<file path="src/hdl/trigger_pkg.sv">
// widths fixed for five channels and 44-bit timestamps; record layouts must match the readout side
`default_nettype none

package trigger_pkg;

    // -----------------------------------------------------------------------
    // widths
    // -----------------------------------------------------------------------
    localparam int NUM_CHAN    = 5;   // channel fpgas
    localparam int TRIG_NUM_W  = 24;  // global trigger number
    localparam int TIMESTAMP_W = 44;  // free running ttc_clk count
    localparam int TRIG_TYPE_W = 5;   // muon fill, laser, pedestal ...
    localparam int DELAY_W     = 16;  // trigger to channel delay in cycles

    // -----------------------------------------------------------------------
    // basic types
    // -----------------------------------------------------------------------
    typedef logic [TRIG_NUM_W-1:0]  trig_num_t;
    typedef logic [TIMESTAMP_W-1:0] timestamp_t;
    typedef logic [TRIG_TYPE_W-1:0] trig_type_t;
    typedef logic [NUM_CHAN-1:0]    chan_mask_t;  // one bit per channel

    // trigger fifo payload, 73 bits
    typedef struct packed {
        timestamp_t timestamp;  // stamp at acceptance
        trig_num_t  trig_num;   // starts at 1
        trig_type_t trig_type;
    } trig_info_t;

    // acquisition fifo payload, 29 bits
    typedef struct packed {
        trig_num_t  trig_num;
        trig_type_t trig_type;
    } acq_event_t;

endpackage

`default_nettype wire
</file>
<file path="src/hdl/acq_req_if.sv">
// single request in flight; trigger may only pulse while the controller reports acq_ready
`timescale 1ns/1ps
`default_nettype none

interface acq_req_if;
    import trigger_pkg::*;

    logic       trigger;    // one-cycle request pulse
    trig_type_t trig_type;  // valid with trigger
    trig_num_t  trig_num;   // valid with trigger
    logic       acq_ready;  // controller sits in idle

    // stamper side
    modport stamper (
        output trigger,
        output trig_type,
        output trig_num,
        input  acq_ready
    );

    // controller side
    modport controller (
        input  trigger,
        input  trig_type,
        input  trig_num,
        output acq_ready
    );

endinterface

`default_nettype wire

</file>
<file path="src/hdl/trigger_top.sv">
// single ttc_clk domain; chan_dones, readout_ready and readout_done must arrive synchronous to it
`timescale 1ns/1ps
`default_nettype none

module trigger_top #(
    parameter int FIFO_DEPTH = 16  // both event fifos
) (
    input  wire                             ttc_clk,
    input  wire                             arst_n,
    input  wire                             rst_trigger_num,        // ttc channel b
    input  wire                             rst_trigger_timestamp,  // ttc channel b
    input  wire                             ttc_trigger,
    input  wire trigger_pkg::trig_type_t    trig_type,
    input  wire trigger_pkg::chan_mask_t    chan_en,
    input  wire [trigger_pkg::DELAY_W-1:0]  trig_delay,
    input  wire trigger_pkg::chan_mask_t    chan_dones,
    output trigger_pkg::chan_mask_t         chan_enable,
    output trigger_pkg::chan_mask_t         chan_trig,
    input  wire                             readout_ready,
    input  wire                             readout_done,
    output logic                            initiate_readout,
    output trigger_pkg::trig_num_t          ttc_event_num,
    output trigger_pkg::trig_num_t          ttc_trig_num,
    output trigger_pkg::trig_type_t         ttc_trig_type,
    output trigger_pkg::timestamp_t         ttc_trig_timestamp,
    output logic                            trig_fifo_full,  // almost full
    output logic                            acq_fifo_full,   // almost full
    output logic                            error_trig_rate,
    output logic                            error_trig_num,
    output logic                            error_trig_type
);
    import trigger_pkg::*;

    // -----------------------------------------------------------------------
    // internal connections
    // -----------------------------------------------------------------------
    acq_req_if  req ();  // stamper to controller

    logic       trig_wr_valid, trig_wr_ready, trig_rd_valid, trig_rd_ready;
    trig_info_t trig_wr_data, trig_rd_data;
    logic       acq_wr_valid, acq_wr_ready, acq_rd_valid, acq_rd_ready;
    acq_event_t acq_wr_data, acq_rd_data;

    // -----------------------------------------------------------------------
    // instances
    // -----------------------------------------------------------------------
    trigger_stamper stamper_i (
        .ttc_clk, .arst_n, .ttc_trigger, .trig_type, .rst_trigger_num,
        .rst_trigger_timestamp, .req(req.stamper),
        .fifo_wr_valid(trig_wr_valid), .fifo_wr_ready(trig_wr_ready),
        .fifo_wr_data(trig_wr_data), .error_trig_rate
    );

    acq_controller controller_i (
        .ttc_clk, .arst_n, .req(req.controller), .chan_en, .chan_dones, .trig_delay,
        .chan_enable, .chan_trig, .fifo_wr_valid(acq_wr_valid),
        .fifo_wr_ready(acq_wr_ready), .fifo_wr_data(acq_wr_data)
    );

    // trigger info records
    event_fifo #(.FIFO_DEPTH(FIFO_DEPTH), .payload_t(trig_info_t)) trig_fifo_i (
        .ttc_clk, .arst_n, .wr_valid(trig_wr_valid), .wr_ready(trig_wr_ready),
        .wr_data(trig_wr_data), .rd_valid(trig_rd_valid), .rd_ready(trig_rd_ready),
        .rd_data(trig_rd_data), .almost_full(trig_fifo_full)
    );

    // acquisition event records
    event_fifo #(.FIFO_DEPTH(FIFO_DEPTH), .payload_t(acq_event_t)) acq_fifo_i (
        .ttc_clk, .arst_n, .wr_valid(acq_wr_valid), .wr_ready(acq_wr_ready),
        .wr_data(acq_wr_data), .rd_valid(acq_rd_valid), .rd_ready(acq_rd_ready),
        .rd_data(acq_rd_data), .almost_full(acq_fifo_full)
    );

    event_matcher matcher_i (
        .ttc_clk, .arst_n, .trig_rd_valid, .trig_rd_data, .trig_rd_ready,
        .acq_rd_valid, .acq_rd_data, .acq_rd_ready, .readout_ready, .readout_done,
        .initiate_readout, .ttc_event_num, .ttc_trig_num, .ttc_trig_type,
        .ttc_trig_timestamp, .error_trig_num, .error_trig_type
    );

endmodule

`default_nettype wire

</file>
<file path="src/hdl/event_matcher.sv">
// readout_done is only honoured after initiate_readout; mismatch flags stay set until reset
`timescale 1ns/1ps
`default_nettype none

module event_matcher (
    input  wire                          ttc_clk,
    input  wire                          arst_n,
    input  wire                          trig_rd_valid,
    input  wire trigger_pkg::trig_info_t trig_rd_data,
    output logic                         trig_rd_ready,
    input  wire                          acq_rd_valid,
    input  wire trigger_pkg::acq_event_t acq_rd_data,
    output logic                         acq_rd_ready,
    input  wire                          readout_ready,  // command manager idle
    input  wire                          readout_done,   // one-cycle pulse
    output logic                         initiate_readout,
    output trigger_pkg::trig_num_t       ttc_event_num,
    output trigger_pkg::trig_num_t       ttc_trig_num,
    output trigger_pkg::trig_type_t      ttc_trig_type,
    output trigger_pkg::timestamp_t      ttc_trig_timestamp,
    output logic                         error_trig_num,
    output logic                         error_trig_type
);
    import trigger_pkg::*;

    typedef enum logic {
        M_IDLE,
        M_BUSY   // readout in progress
    } mstate_t;

    mstate_t state;
    logic    pop;

    // both records leave their fifos together
    assign pop           = (state == M_IDLE) & trig_rd_valid & acq_rd_valid & readout_ready;
    assign trig_rd_ready = pop;
    assign acq_rd_ready  = pop;

    always_ff @(posedge ttc_clk or negedge arst_n) begin
        if (!arst_n) begin
            state            <= M_IDLE;
            initiate_readout <= 1'b0;
            ttc_event_num    <= '0;
            error_trig_num   <= 1'b0;
            error_trig_type  <= 1'b0;
        end else begin
            initiate_readout <= pop;  // one cycle after the pop
            if (pop) begin
                state         <= M_BUSY;
                ttc_event_num <= ttc_event_num + 1'b1;  // first event is 1
                if (trig_rd_data.trig_num != acq_rd_data.trig_num)
                    error_trig_num <= 1'b1;
                if (trig_rd_data.trig_type != acq_rd_data.trig_type)
                    error_trig_type <= 1'b1;
            end else if (state == M_BUSY && readout_done) begin
                state <= M_IDLE;
            end
        end
    end

    // event outputs held until the next pop
    always_ff @(posedge ttc_clk) begin
        if (pop) begin
            ttc_trig_num       <= trig_rd_data.trig_num;
            ttc_trig_type      <= trig_rd_data.trig_type;
            ttc_trig_timestamp <= trig_rd_data.timestamp;
        end
    end

    a_init_pulse : assert property (@(posedge ttc_clk) disable iff (!arst_n)
        initiate_readout |=> !initiate_readout)
        else $error("initiate_readout held for two cycles");

endmodule

`default_nettype wire

</file>
<file path="src/hdl/event_fifo.sv">
// first-word-fall-through; a write to a full fifo is ignored since wr_ready is low
`timescale 1ns/1ps
`default_nettype none

module event_fifo #(
    parameter int  FIFO_DEPTH = 16,
    parameter type payload_t  = logic [7:0]
) (
    input  wire           ttc_clk,
    input  wire           arst_n,
    input  wire           wr_valid,
    output logic          wr_ready,
    input  wire payload_t wr_data,
    output logic          rd_valid,
    input  wire           rd_ready,
    output payload_t      rd_data,
    output logic          almost_full  // depth - 1 or more
);
    localparam int AW = (FIFO_DEPTH > 1) ? $clog2(FIFO_DEPTH) : 1;
    localparam int CW = $clog2(FIFO_DEPTH + 1);

    payload_t        mem [FIFO_DEPTH];
    logic [AW-1:0]   wr_ptr, rd_ptr;
    logic [CW-1:0]   count;  // occupancy
    logic            do_wr, do_rd;

    assign do_wr = wr_valid & wr_ready;
    assign do_rd = rd_valid & rd_ready;

    always_ff @(posedge ttc_clk or negedge arst_n) begin
        if (!arst_n) begin
            wr_ptr <= '0;
            rd_ptr <= '0;
            count  <= '0;
        end else begin
            if (do_wr)
                wr_ptr <= (wr_ptr == AW'(FIFO_DEPTH - 1)) ? '0 : wr_ptr + 1'b1;
            if (do_rd)
                rd_ptr <= (rd_ptr == AW'(FIFO_DEPTH - 1)) ? '0 : rd_ptr + 1'b1;
            if (do_wr && !do_rd)
                count <= count + 1'b1;
            else if (do_rd && !do_wr)
                count <= count - 1'b1;
        end
    end

    // storage
    always_ff @(posedge ttc_clk) begin
        if (do_wr)
            mem[wr_ptr] <= wr_data;
    end

    assign wr_ready    = (count != CW'(FIFO_DEPTH));
    assign rd_valid    = (count != '0);
    assign rd_data     = mem[rd_ptr];  // head word shows without a read
    assign almost_full = (count >= CW'(FIFO_DEPTH - 1));

    a_no_overflow : assert property (@(posedge ttc_clk) disable iff (!arst_n)
        count <= CW'(FIFO_DEPTH))
        else $error("fifo occupancy above depth");

endmodule

`default_nettype wire

</file>
<file path="src/hdl/acq_controller.sv">
// chan_dones must stay high until sampled; channels masked off at the request are not waited on
`timescale 1ns/1ps
`default_nettype none

module acq_controller (
    input  wire                                 ttc_clk,
    input  wire                                 arst_n,
    acq_req_if.controller                       req,
    input  wire trigger_pkg::chan_mask_t        chan_en,     // sampled at request
    input  wire trigger_pkg::chan_mask_t        chan_dones,
    input  wire [trigger_pkg::DELAY_W-1:0]      trig_delay,  // sampled at request
    output trigger_pkg::chan_mask_t             chan_enable,
    output trigger_pkg::chan_mask_t             chan_trig,
    output logic                                fifo_wr_valid,
    input  wire                                 fifo_wr_ready,
    output trigger_pkg::acq_event_t             fifo_wr_data
);
    import trigger_pkg::*;

    typedef enum logic [2:0] {
        S_IDLE,
        S_DELAY,   // count down trig_delay
        S_TRIG,    // chan_trig pulse
        S_WAIT,    // wait on dones
        S_WRITE    // push acquisition record
    } state_t;

    state_t              state;
    logic [DELAY_W-1:0]  delay_cnt;
    chan_mask_t          mask_q;     // captured chan_en
    trig_num_t           trig_num_q;
    trig_type_t          trig_type_q;

    // -----------------------------------------------------------------------
    // fsm
    // -----------------------------------------------------------------------
    always_ff @(posedge ttc_clk or negedge arst_n) begin
        if (!arst_n) begin
            state     <= S_IDLE;
            delay_cnt <= '0;
            mask_q    <= '0;
        end else begin
            case (state)
                S_IDLE: begin
                    if (req.trigger) begin
                        mask_q    <= chan_en;
                        delay_cnt <= trig_delay - 1'b1;  // unused when delay is 0
                        state     <= (trig_delay == '0) ? S_TRIG : S_DELAY;
                    end
                end
                S_DELAY: begin
                    if (delay_cnt == '0)
                        state <= S_TRIG;
                    else
                        delay_cnt <= delay_cnt - 1'b1;
                end
                S_TRIG:  state <= S_WAIT;
                S_WAIT: begin
                    if ((chan_dones & mask_q) == mask_q)
                        state <= S_WRITE;  // all enabled channels done
                end
                S_WRITE: begin
                    if (fifo_wr_ready)
                        state <= S_IDLE;   // back-pressure holds us here
                end
                default: state <= S_IDLE;
            endcase
        end
    end

    // number and type ride along to the record
    always_ff @(posedge ttc_clk) begin
        if (state == S_IDLE && req.trigger) begin
            trig_num_q  <= req.trig_num;
            trig_type_q <= req.trig_type;
        end
    end

    // -----------------------------------------------------------------------
    // outputs
    // -----------------------------------------------------------------------
    assign req.acq_ready          = (state == S_IDLE);
    assign chan_enable            = (state != S_IDLE) ? mask_q : '0;
    assign chan_trig              = (state == S_TRIG) ? mask_q : '0;  // delay + 2 after trigger
    assign fifo_wr_valid          = (state == S_WRITE);
    assign fifo_wr_data.trig_num  = trig_num_q;
    assign fifo_wr_data.trig_type = trig_type_q;

    // chan_en at the request shows on chan_enable next cycle and bounds chan_trig
    a_trig_in_mask : assert property (@(posedge ttc_clk) disable iff (!arst_n)
        (req.acq_ready && req.trigger) |=> ((chan_enable == $past(chan_en))
            && ((chan_trig & ~$past(chan_en)) == '0)))
        else $error("chan_trig outside captured mask");

endmodule

`default_nettype wire

</file>
<file path="src/hdl/trigger_stamper.sv">
// one trigger accepted per controller cycle; counters wrap silently at full width
`timescale 1ns/1ps
`default_nettype none

module trigger_stamper (
    input  wire                          ttc_clk,
    input  wire                          arst_n,
    input  wire                          ttc_trigger,            // ttc trigger sample
    input  wire trigger_pkg::trig_type_t trig_type,
    input  wire                          rst_trigger_num,        // ttc channel b
    input  wire                          rst_trigger_timestamp,  // ttc channel b
    acq_req_if.stamper                   req,
    output logic                         fifo_wr_valid,
    input  wire                          fifo_wr_ready,
    output trigger_pkg::trig_info_t      fifo_wr_data,
    output logic                         error_trig_rate         // sticky
);
    import trigger_pkg::*;

    timestamp_t timestamp_cnt;  // free running
    trig_num_t  trig_num_cnt;   // last accepted number
    logic       issue_q;        // request + fifo write this cycle
    trig_info_t info_q;
    logic       accept;

    // busy while the previous request is still on the wire
    assign accept = ttc_trigger & req.acq_ready & fifo_wr_ready & ~issue_q;

    always_ff @(posedge ttc_clk or negedge arst_n) begin
        if (!arst_n) begin
            timestamp_cnt   <= '0;
            trig_num_cnt    <= '0;
            issue_q         <= 1'b0;
            error_trig_rate <= 1'b0;
        end else begin
            if (rst_trigger_timestamp)
                timestamp_cnt <= '0;
            else
                timestamp_cnt <= timestamp_cnt + 1'b1;

            if (rst_trigger_num)
                trig_num_cnt <= '0;
            else if (accept)
                trig_num_cnt <= trig_num_cnt + 1'b1;

            issue_q <= accept;

            if (ttc_trigger && !accept)
                error_trig_rate <= 1'b1;  // dropped trigger
        end
    end

    // record for the accepted trigger
    always_ff @(posedge ttc_clk) begin
        if (accept) begin
            info_q.timestamp <= timestamp_cnt;
            info_q.trig_num  <= trig_num_cnt + 1'b1;  // first is 1
            info_q.trig_type <= trig_type;
        end
    end

    assign req.trigger   = issue_q;
    assign req.trig_type = info_q.trig_type;
    assign req.trig_num  = info_q.trig_num;
    assign fifo_wr_valid = issue_q;  // same cycle as the request
    assign fifo_wr_data  = info_q;

    // controller must still be idle when the request lands
    a_req_when_ready : assert property (@(posedge ttc_clk) disable iff (!arst_n)
        req.trigger |-> req.acq_ready)
        else $error("request issued while controller busy");

endmodule

`default_nettype wire

</file>
<file path="config.mk">
export PLATFORM = sky130hd
export DESIGN_NAME = trigger_top
export DESIGN_NICKNAME = d
export VERILOG_FILES = /design/src/hdl/trigger_pkg.sv /design/src/hdl/acq_req_if.sv /design/src/hdl/trigger_top.sv /design/src/hdl/event_matcher.sv /design/src/hdl/event_fifo.sv /design/src/hdl/acq_controller.sv /design/src/hdl/trigger_stamper.sv
export SDC_FILE = /design/constraint.sdc
export NUM_CORES = 2
export LEC_CHECK = 0
export BUFFER_PORTS_ARGS = -buffer_cell sky130_fd_sc_hd__buf_2
export CAP_MARGIN = 0
export CORE_MARGIN = 10
export CORE_UTILIZATION = 50
export CTS_CLUSTER_DIAMETER = 50
export DETAILED_ROUTE_END_ITERATION = 6
export HOLD_SLACK_MARGIN = 0.05
export PLACE_DENSITY = 0.77
export SLEW_MARGIN = 30
export SYNTH_ARGS = -nofsm -noshare
export SYNTH_HDL_FRONTEND = slang
export SYNTH_SLANG_ARGS = --single-unit
export TNS_END_PERCENT = 20
</file>
<file path="constraint.sdc">
create_clock -name ttc_clk -period 16 [get_ports ttc_clk]
set_clock_uncertainty 0.1 [all_clocks]
set_input_delay 1.6 -clock ttc_clk [delete_from_list [all_inputs] [get_ports ttc_clk]]
set_output_delay 1.6 -clock ttc_clk [all_outputs]
set_load 0.05 [all_outputs]
</file>
==> impl_metrics.tcl <==
set metrics [dict create \
    status "complete, no violations" \
    synth_nets 3579 \
    utilization 0.569 \
    firstDrtPassIters 7 \
    cts-hold-fix-buffers 0 \
    grt_pass1_wl_microns 257000 \
    track_usage 0.207 \
    holdWs_ns 0.368 \
    drc 0 \
    cts_made_buffers 191 \
    syn_area_sq_mm 0.0750 \
    worstPathCellList "buf_12 > mux4_2 > a21o_1 > a222oi_1 > xnor2_1 > nor4_1 > nand4_1 > o32a_1" \
    root_buffer "clkbuf_16" \
    power_density_mw_per_mm2 176 \
    ant_nets 0 \
    cts_sinks 1955 \
    synth.largest_area_cell "edfxtp_1" \
    synth-seq-cells 1955 \
    n_fill_cell 10500 \
    core_sq_mm 0.149 \
    worst-path-buf-inv 1 \
    die_h_microns 407 \
    rsz0062_at_grt "false" \
    drt_wl_total_microns 173000 \
    grt_pass1_vias 37800 \
    synth-seq-area-share 0.773 \
    grt_max_degree 113 \
    slew_viol_final 0 \
    p_leak_nw 27.5 \
    worst_pin_slew_ns 1.04 \
    cp_max_fo 112 \
    start_util 0.502 \
    relSlewSlack 0.309 \
    setup_tns_ns 0 \
    critPathKind "reg -> reg" \
    cts_resized 0 \
    critPathTopFamily "compound AO/OA/AOI/OAI gates" \
    synth_edf_count 1807 \
    ios 151 \
    min_period_ns 4.81 \
    max_stage_delay_ns 0.99 \
    finalHoldViolCount 0 \
    clk_transition_reported_paths_ns 0.06 \
    max-vdd-ir-drop_uv 153 \
    cp.required_ns 16.60 \
    hpwlAfterDp_microns 89500 \
    place.port_buffers 150 \
    cp.arrival_ns 5.41 \
    cts_buffer_depth 3 \
    regToRegSetupSlack_ns 11.19 \
    total_power_mw 14.9 \
    netlist_instances 3517 \
    worst_path_max_delay_cell "dfrtp_4" \
    setup_slack_ns 11.19 \
    wire_per_inst_microns 29.0 \
    die-area_sq_mm 0.166 \
    cts_setup_buffers 0 \
    yosys_warnings 0 \
    synth_area_leaders "edfxtp_1 (72%), mux4_2 (13%), dfrtp_1 (4.9%), mux2i_1 (1.2%), xor2_1 (0.95%)" \
    synth_cell_types 59 \
    setup_viol_count_final 0 \
    gpl.final_weighted_congestion 0.763 \
    fmax_mhz 208 \
    drive_gt1_frac 0.258 \
    async_flop_share 0.0757 \
    layout.nets 3848 \
    syn_to_final_growth_pct 13.3 \
    drtIter0Drc 4126 \
    syn_avg_cell_area_sq_um 21.3 \
    drv_cap 0 \
    timing.final.crit_share 0.301 \
    synthDominantCellAreaShare 0.724 \
    via_per_inst 6.14 \
    dr_total_vias 36600 \
    cts_tree "built" \
    worst_hold_path_type "reg -> reg" \
    pre_cts_ws_ns 10.95 \
    antenna_found_initial 5 \
    startpoint_type "flip-flop" \
    worstSetupEndpointType "flip-flop" \
    rows 142 \
    globalRouteOverflowTotal 0 \
    synth_flop_cell "edfxtp_1" \
    insertion_delay_ns 0.84 \
    die_x_microns 407 \
    cts.htree.levels 4 \
]
## per-stage QoR
stage | cell area, sq um | instances
after floorplan | 75000 | 3517
after CTS | 84900 | 5968
after global placement | 78400 | 5602
after detailed placement | 78500 | 5609
final | 85000 | 5969
after global routing | 85000 | 5969
## power breakdown
group | switching (mW) | internal, mW | total (mW)
logic | 2.14 | 1.59 | 3.73
clock network | 1.96 | 2.57 | 4.53
registers | 0.501 | 6.16 | 6.66
total | 4.60 | 10.3 | 14.9
## worst paths after layout
kind                       depth (start not counted)                               startpoint                                 endpoint
min                                                1  matcher_i.ttc_event_num[23]$_DFFE_PN0P_  matcher_i.ttc_event_num[23]$_DFFE_PN0P_
max in group asynchronous                          2                                   arst_n         acq_fifo_i.rd_ptr[0]$_DFFE_PN0P_
max reg2reg                                        8         acq_fifo_i.rd_ptr[0]$_DFFE_PN0P_     matcher_i.error_trig_num$_DFFE_PN0P_
min reg2reg                                        1  matcher_i.ttc_event_num[23]$_DFFE_PN0P_  matcher_i.ttc_event_num[23]$_DFFE_PN0P_
max                                                8         acq_fifo_i.rd_ptr[0]$_DFFE_PN0P_     matcher_i.error_trig_num$_DFFE_PN0P_
min in group asynchronous                          1                                   arst_n    stamper_i.timestamp_cnt[23]$_DFF_PN0_
## state kept, by name, summed over array words and instances (netlist names), 16 cells and up
signal                        count
matcher_i.ttc_trig_timestamp     44
stamper_i.req.trig_num           24
stamper_i.trig_num_cnt           24
trig_fifo_i.mem                1168
acq_fifo_i.mem                  464
matcher_i.ttc_trig_num           24
matcher_i.ttc_event_num          24
controller_i.delay_cnt           16
stamper_i.fifo_wr_data           44
stamper_i.timestamp_cnt          44
controller_i.trig_num_q          24
## cell type report
| type | count | area (sq um) | area share |
|---|---|---|---|
| clock buffer | 240 | 5120 | 0.0602 |
| antenna | 1 | 2.50 | 0.0000295 |
| sequential | 1955 | 58000 | 0.683 |
| multi-input combinational | 1377 | 16400 | 0.193 |
| timing repair buffer | 236 | 1570 | 0.0185 |
| tap | 2016 | 2520 | 0.0297 |
| inverter | 25 | 97.6 | 0.00115 |
| clock inverter | 119 | 1280 | 0.0151 |
## cell usage after synthesis, drive strengths merged, types with 14 or more instances
library cell  count
nand2           118
clkbuf           80
o21ai            51
mux4            444
ha               22
edfxtp         1807
xor2             81
and3             21
nor2            137
nor2b            14
buf              80
a21oi            50
nor3             38
a221oi           43
nand4            27
a22oi            28
mux2i            88
nand3            36
inv              24
xnor2            63
dfrtp           148
## layer usage
layer | track usage | routed length (microns)
met1 | 0.271 | 64500
met2 | 0.352 | 89400
met3 | 0.0397 | 14400
met4 | 0.0645 | 4700
met5 | 0 | 44
## cells in the final DEF (no fill, tap or decap), drive strengths merged, types with 9 or more instances in the layout
master / synthesis / final
nor4: 11 / 11
nor2b: 14 / 14
nand2: 118 / 118
inv: 24 / 36
nor2: 137 / 137
a21o: 11 / 11
a22oi: 28 / 28
and2: 9 / 9
clkbuf: 80 / 240
mux2i: 88 / 88
a221oi: 43 / 43
and3: 21 / 21
a21oi: 50 / 50
xor2: 81 / 81
mux4: 444 / 444
dfrtp: 148 / 148
buf: 80 / 236
xnor2: 63 / 63
nand3: 36 / 36
o21ai: 51 / 51
or3: 13 / 13
clkinv: 1 / 79
nor3: 38 / 38
bufinv: 0 / 17
ha: 22 / 22
edfxtp: 1807 / 1807
clkinvlp: 0 / 12
nand4: 27 / 27
## logic make-up (layout without fill, tap and decap cells)
logic type      after synthesis  in the layout  synth area share
fa+ha+maj                    24             24           0.00420
other cells                   0              1                 0
buf+inv                     185            620            0.0118
mux                         540            540             0.146
xor+xnor                    144            144            0.0168
flops                      1955           1955             0.773
compound gates              223            223            0.0199
simple gates                446            446            0.0279
No activity file was read; power rests on OpenSTA's default activity.
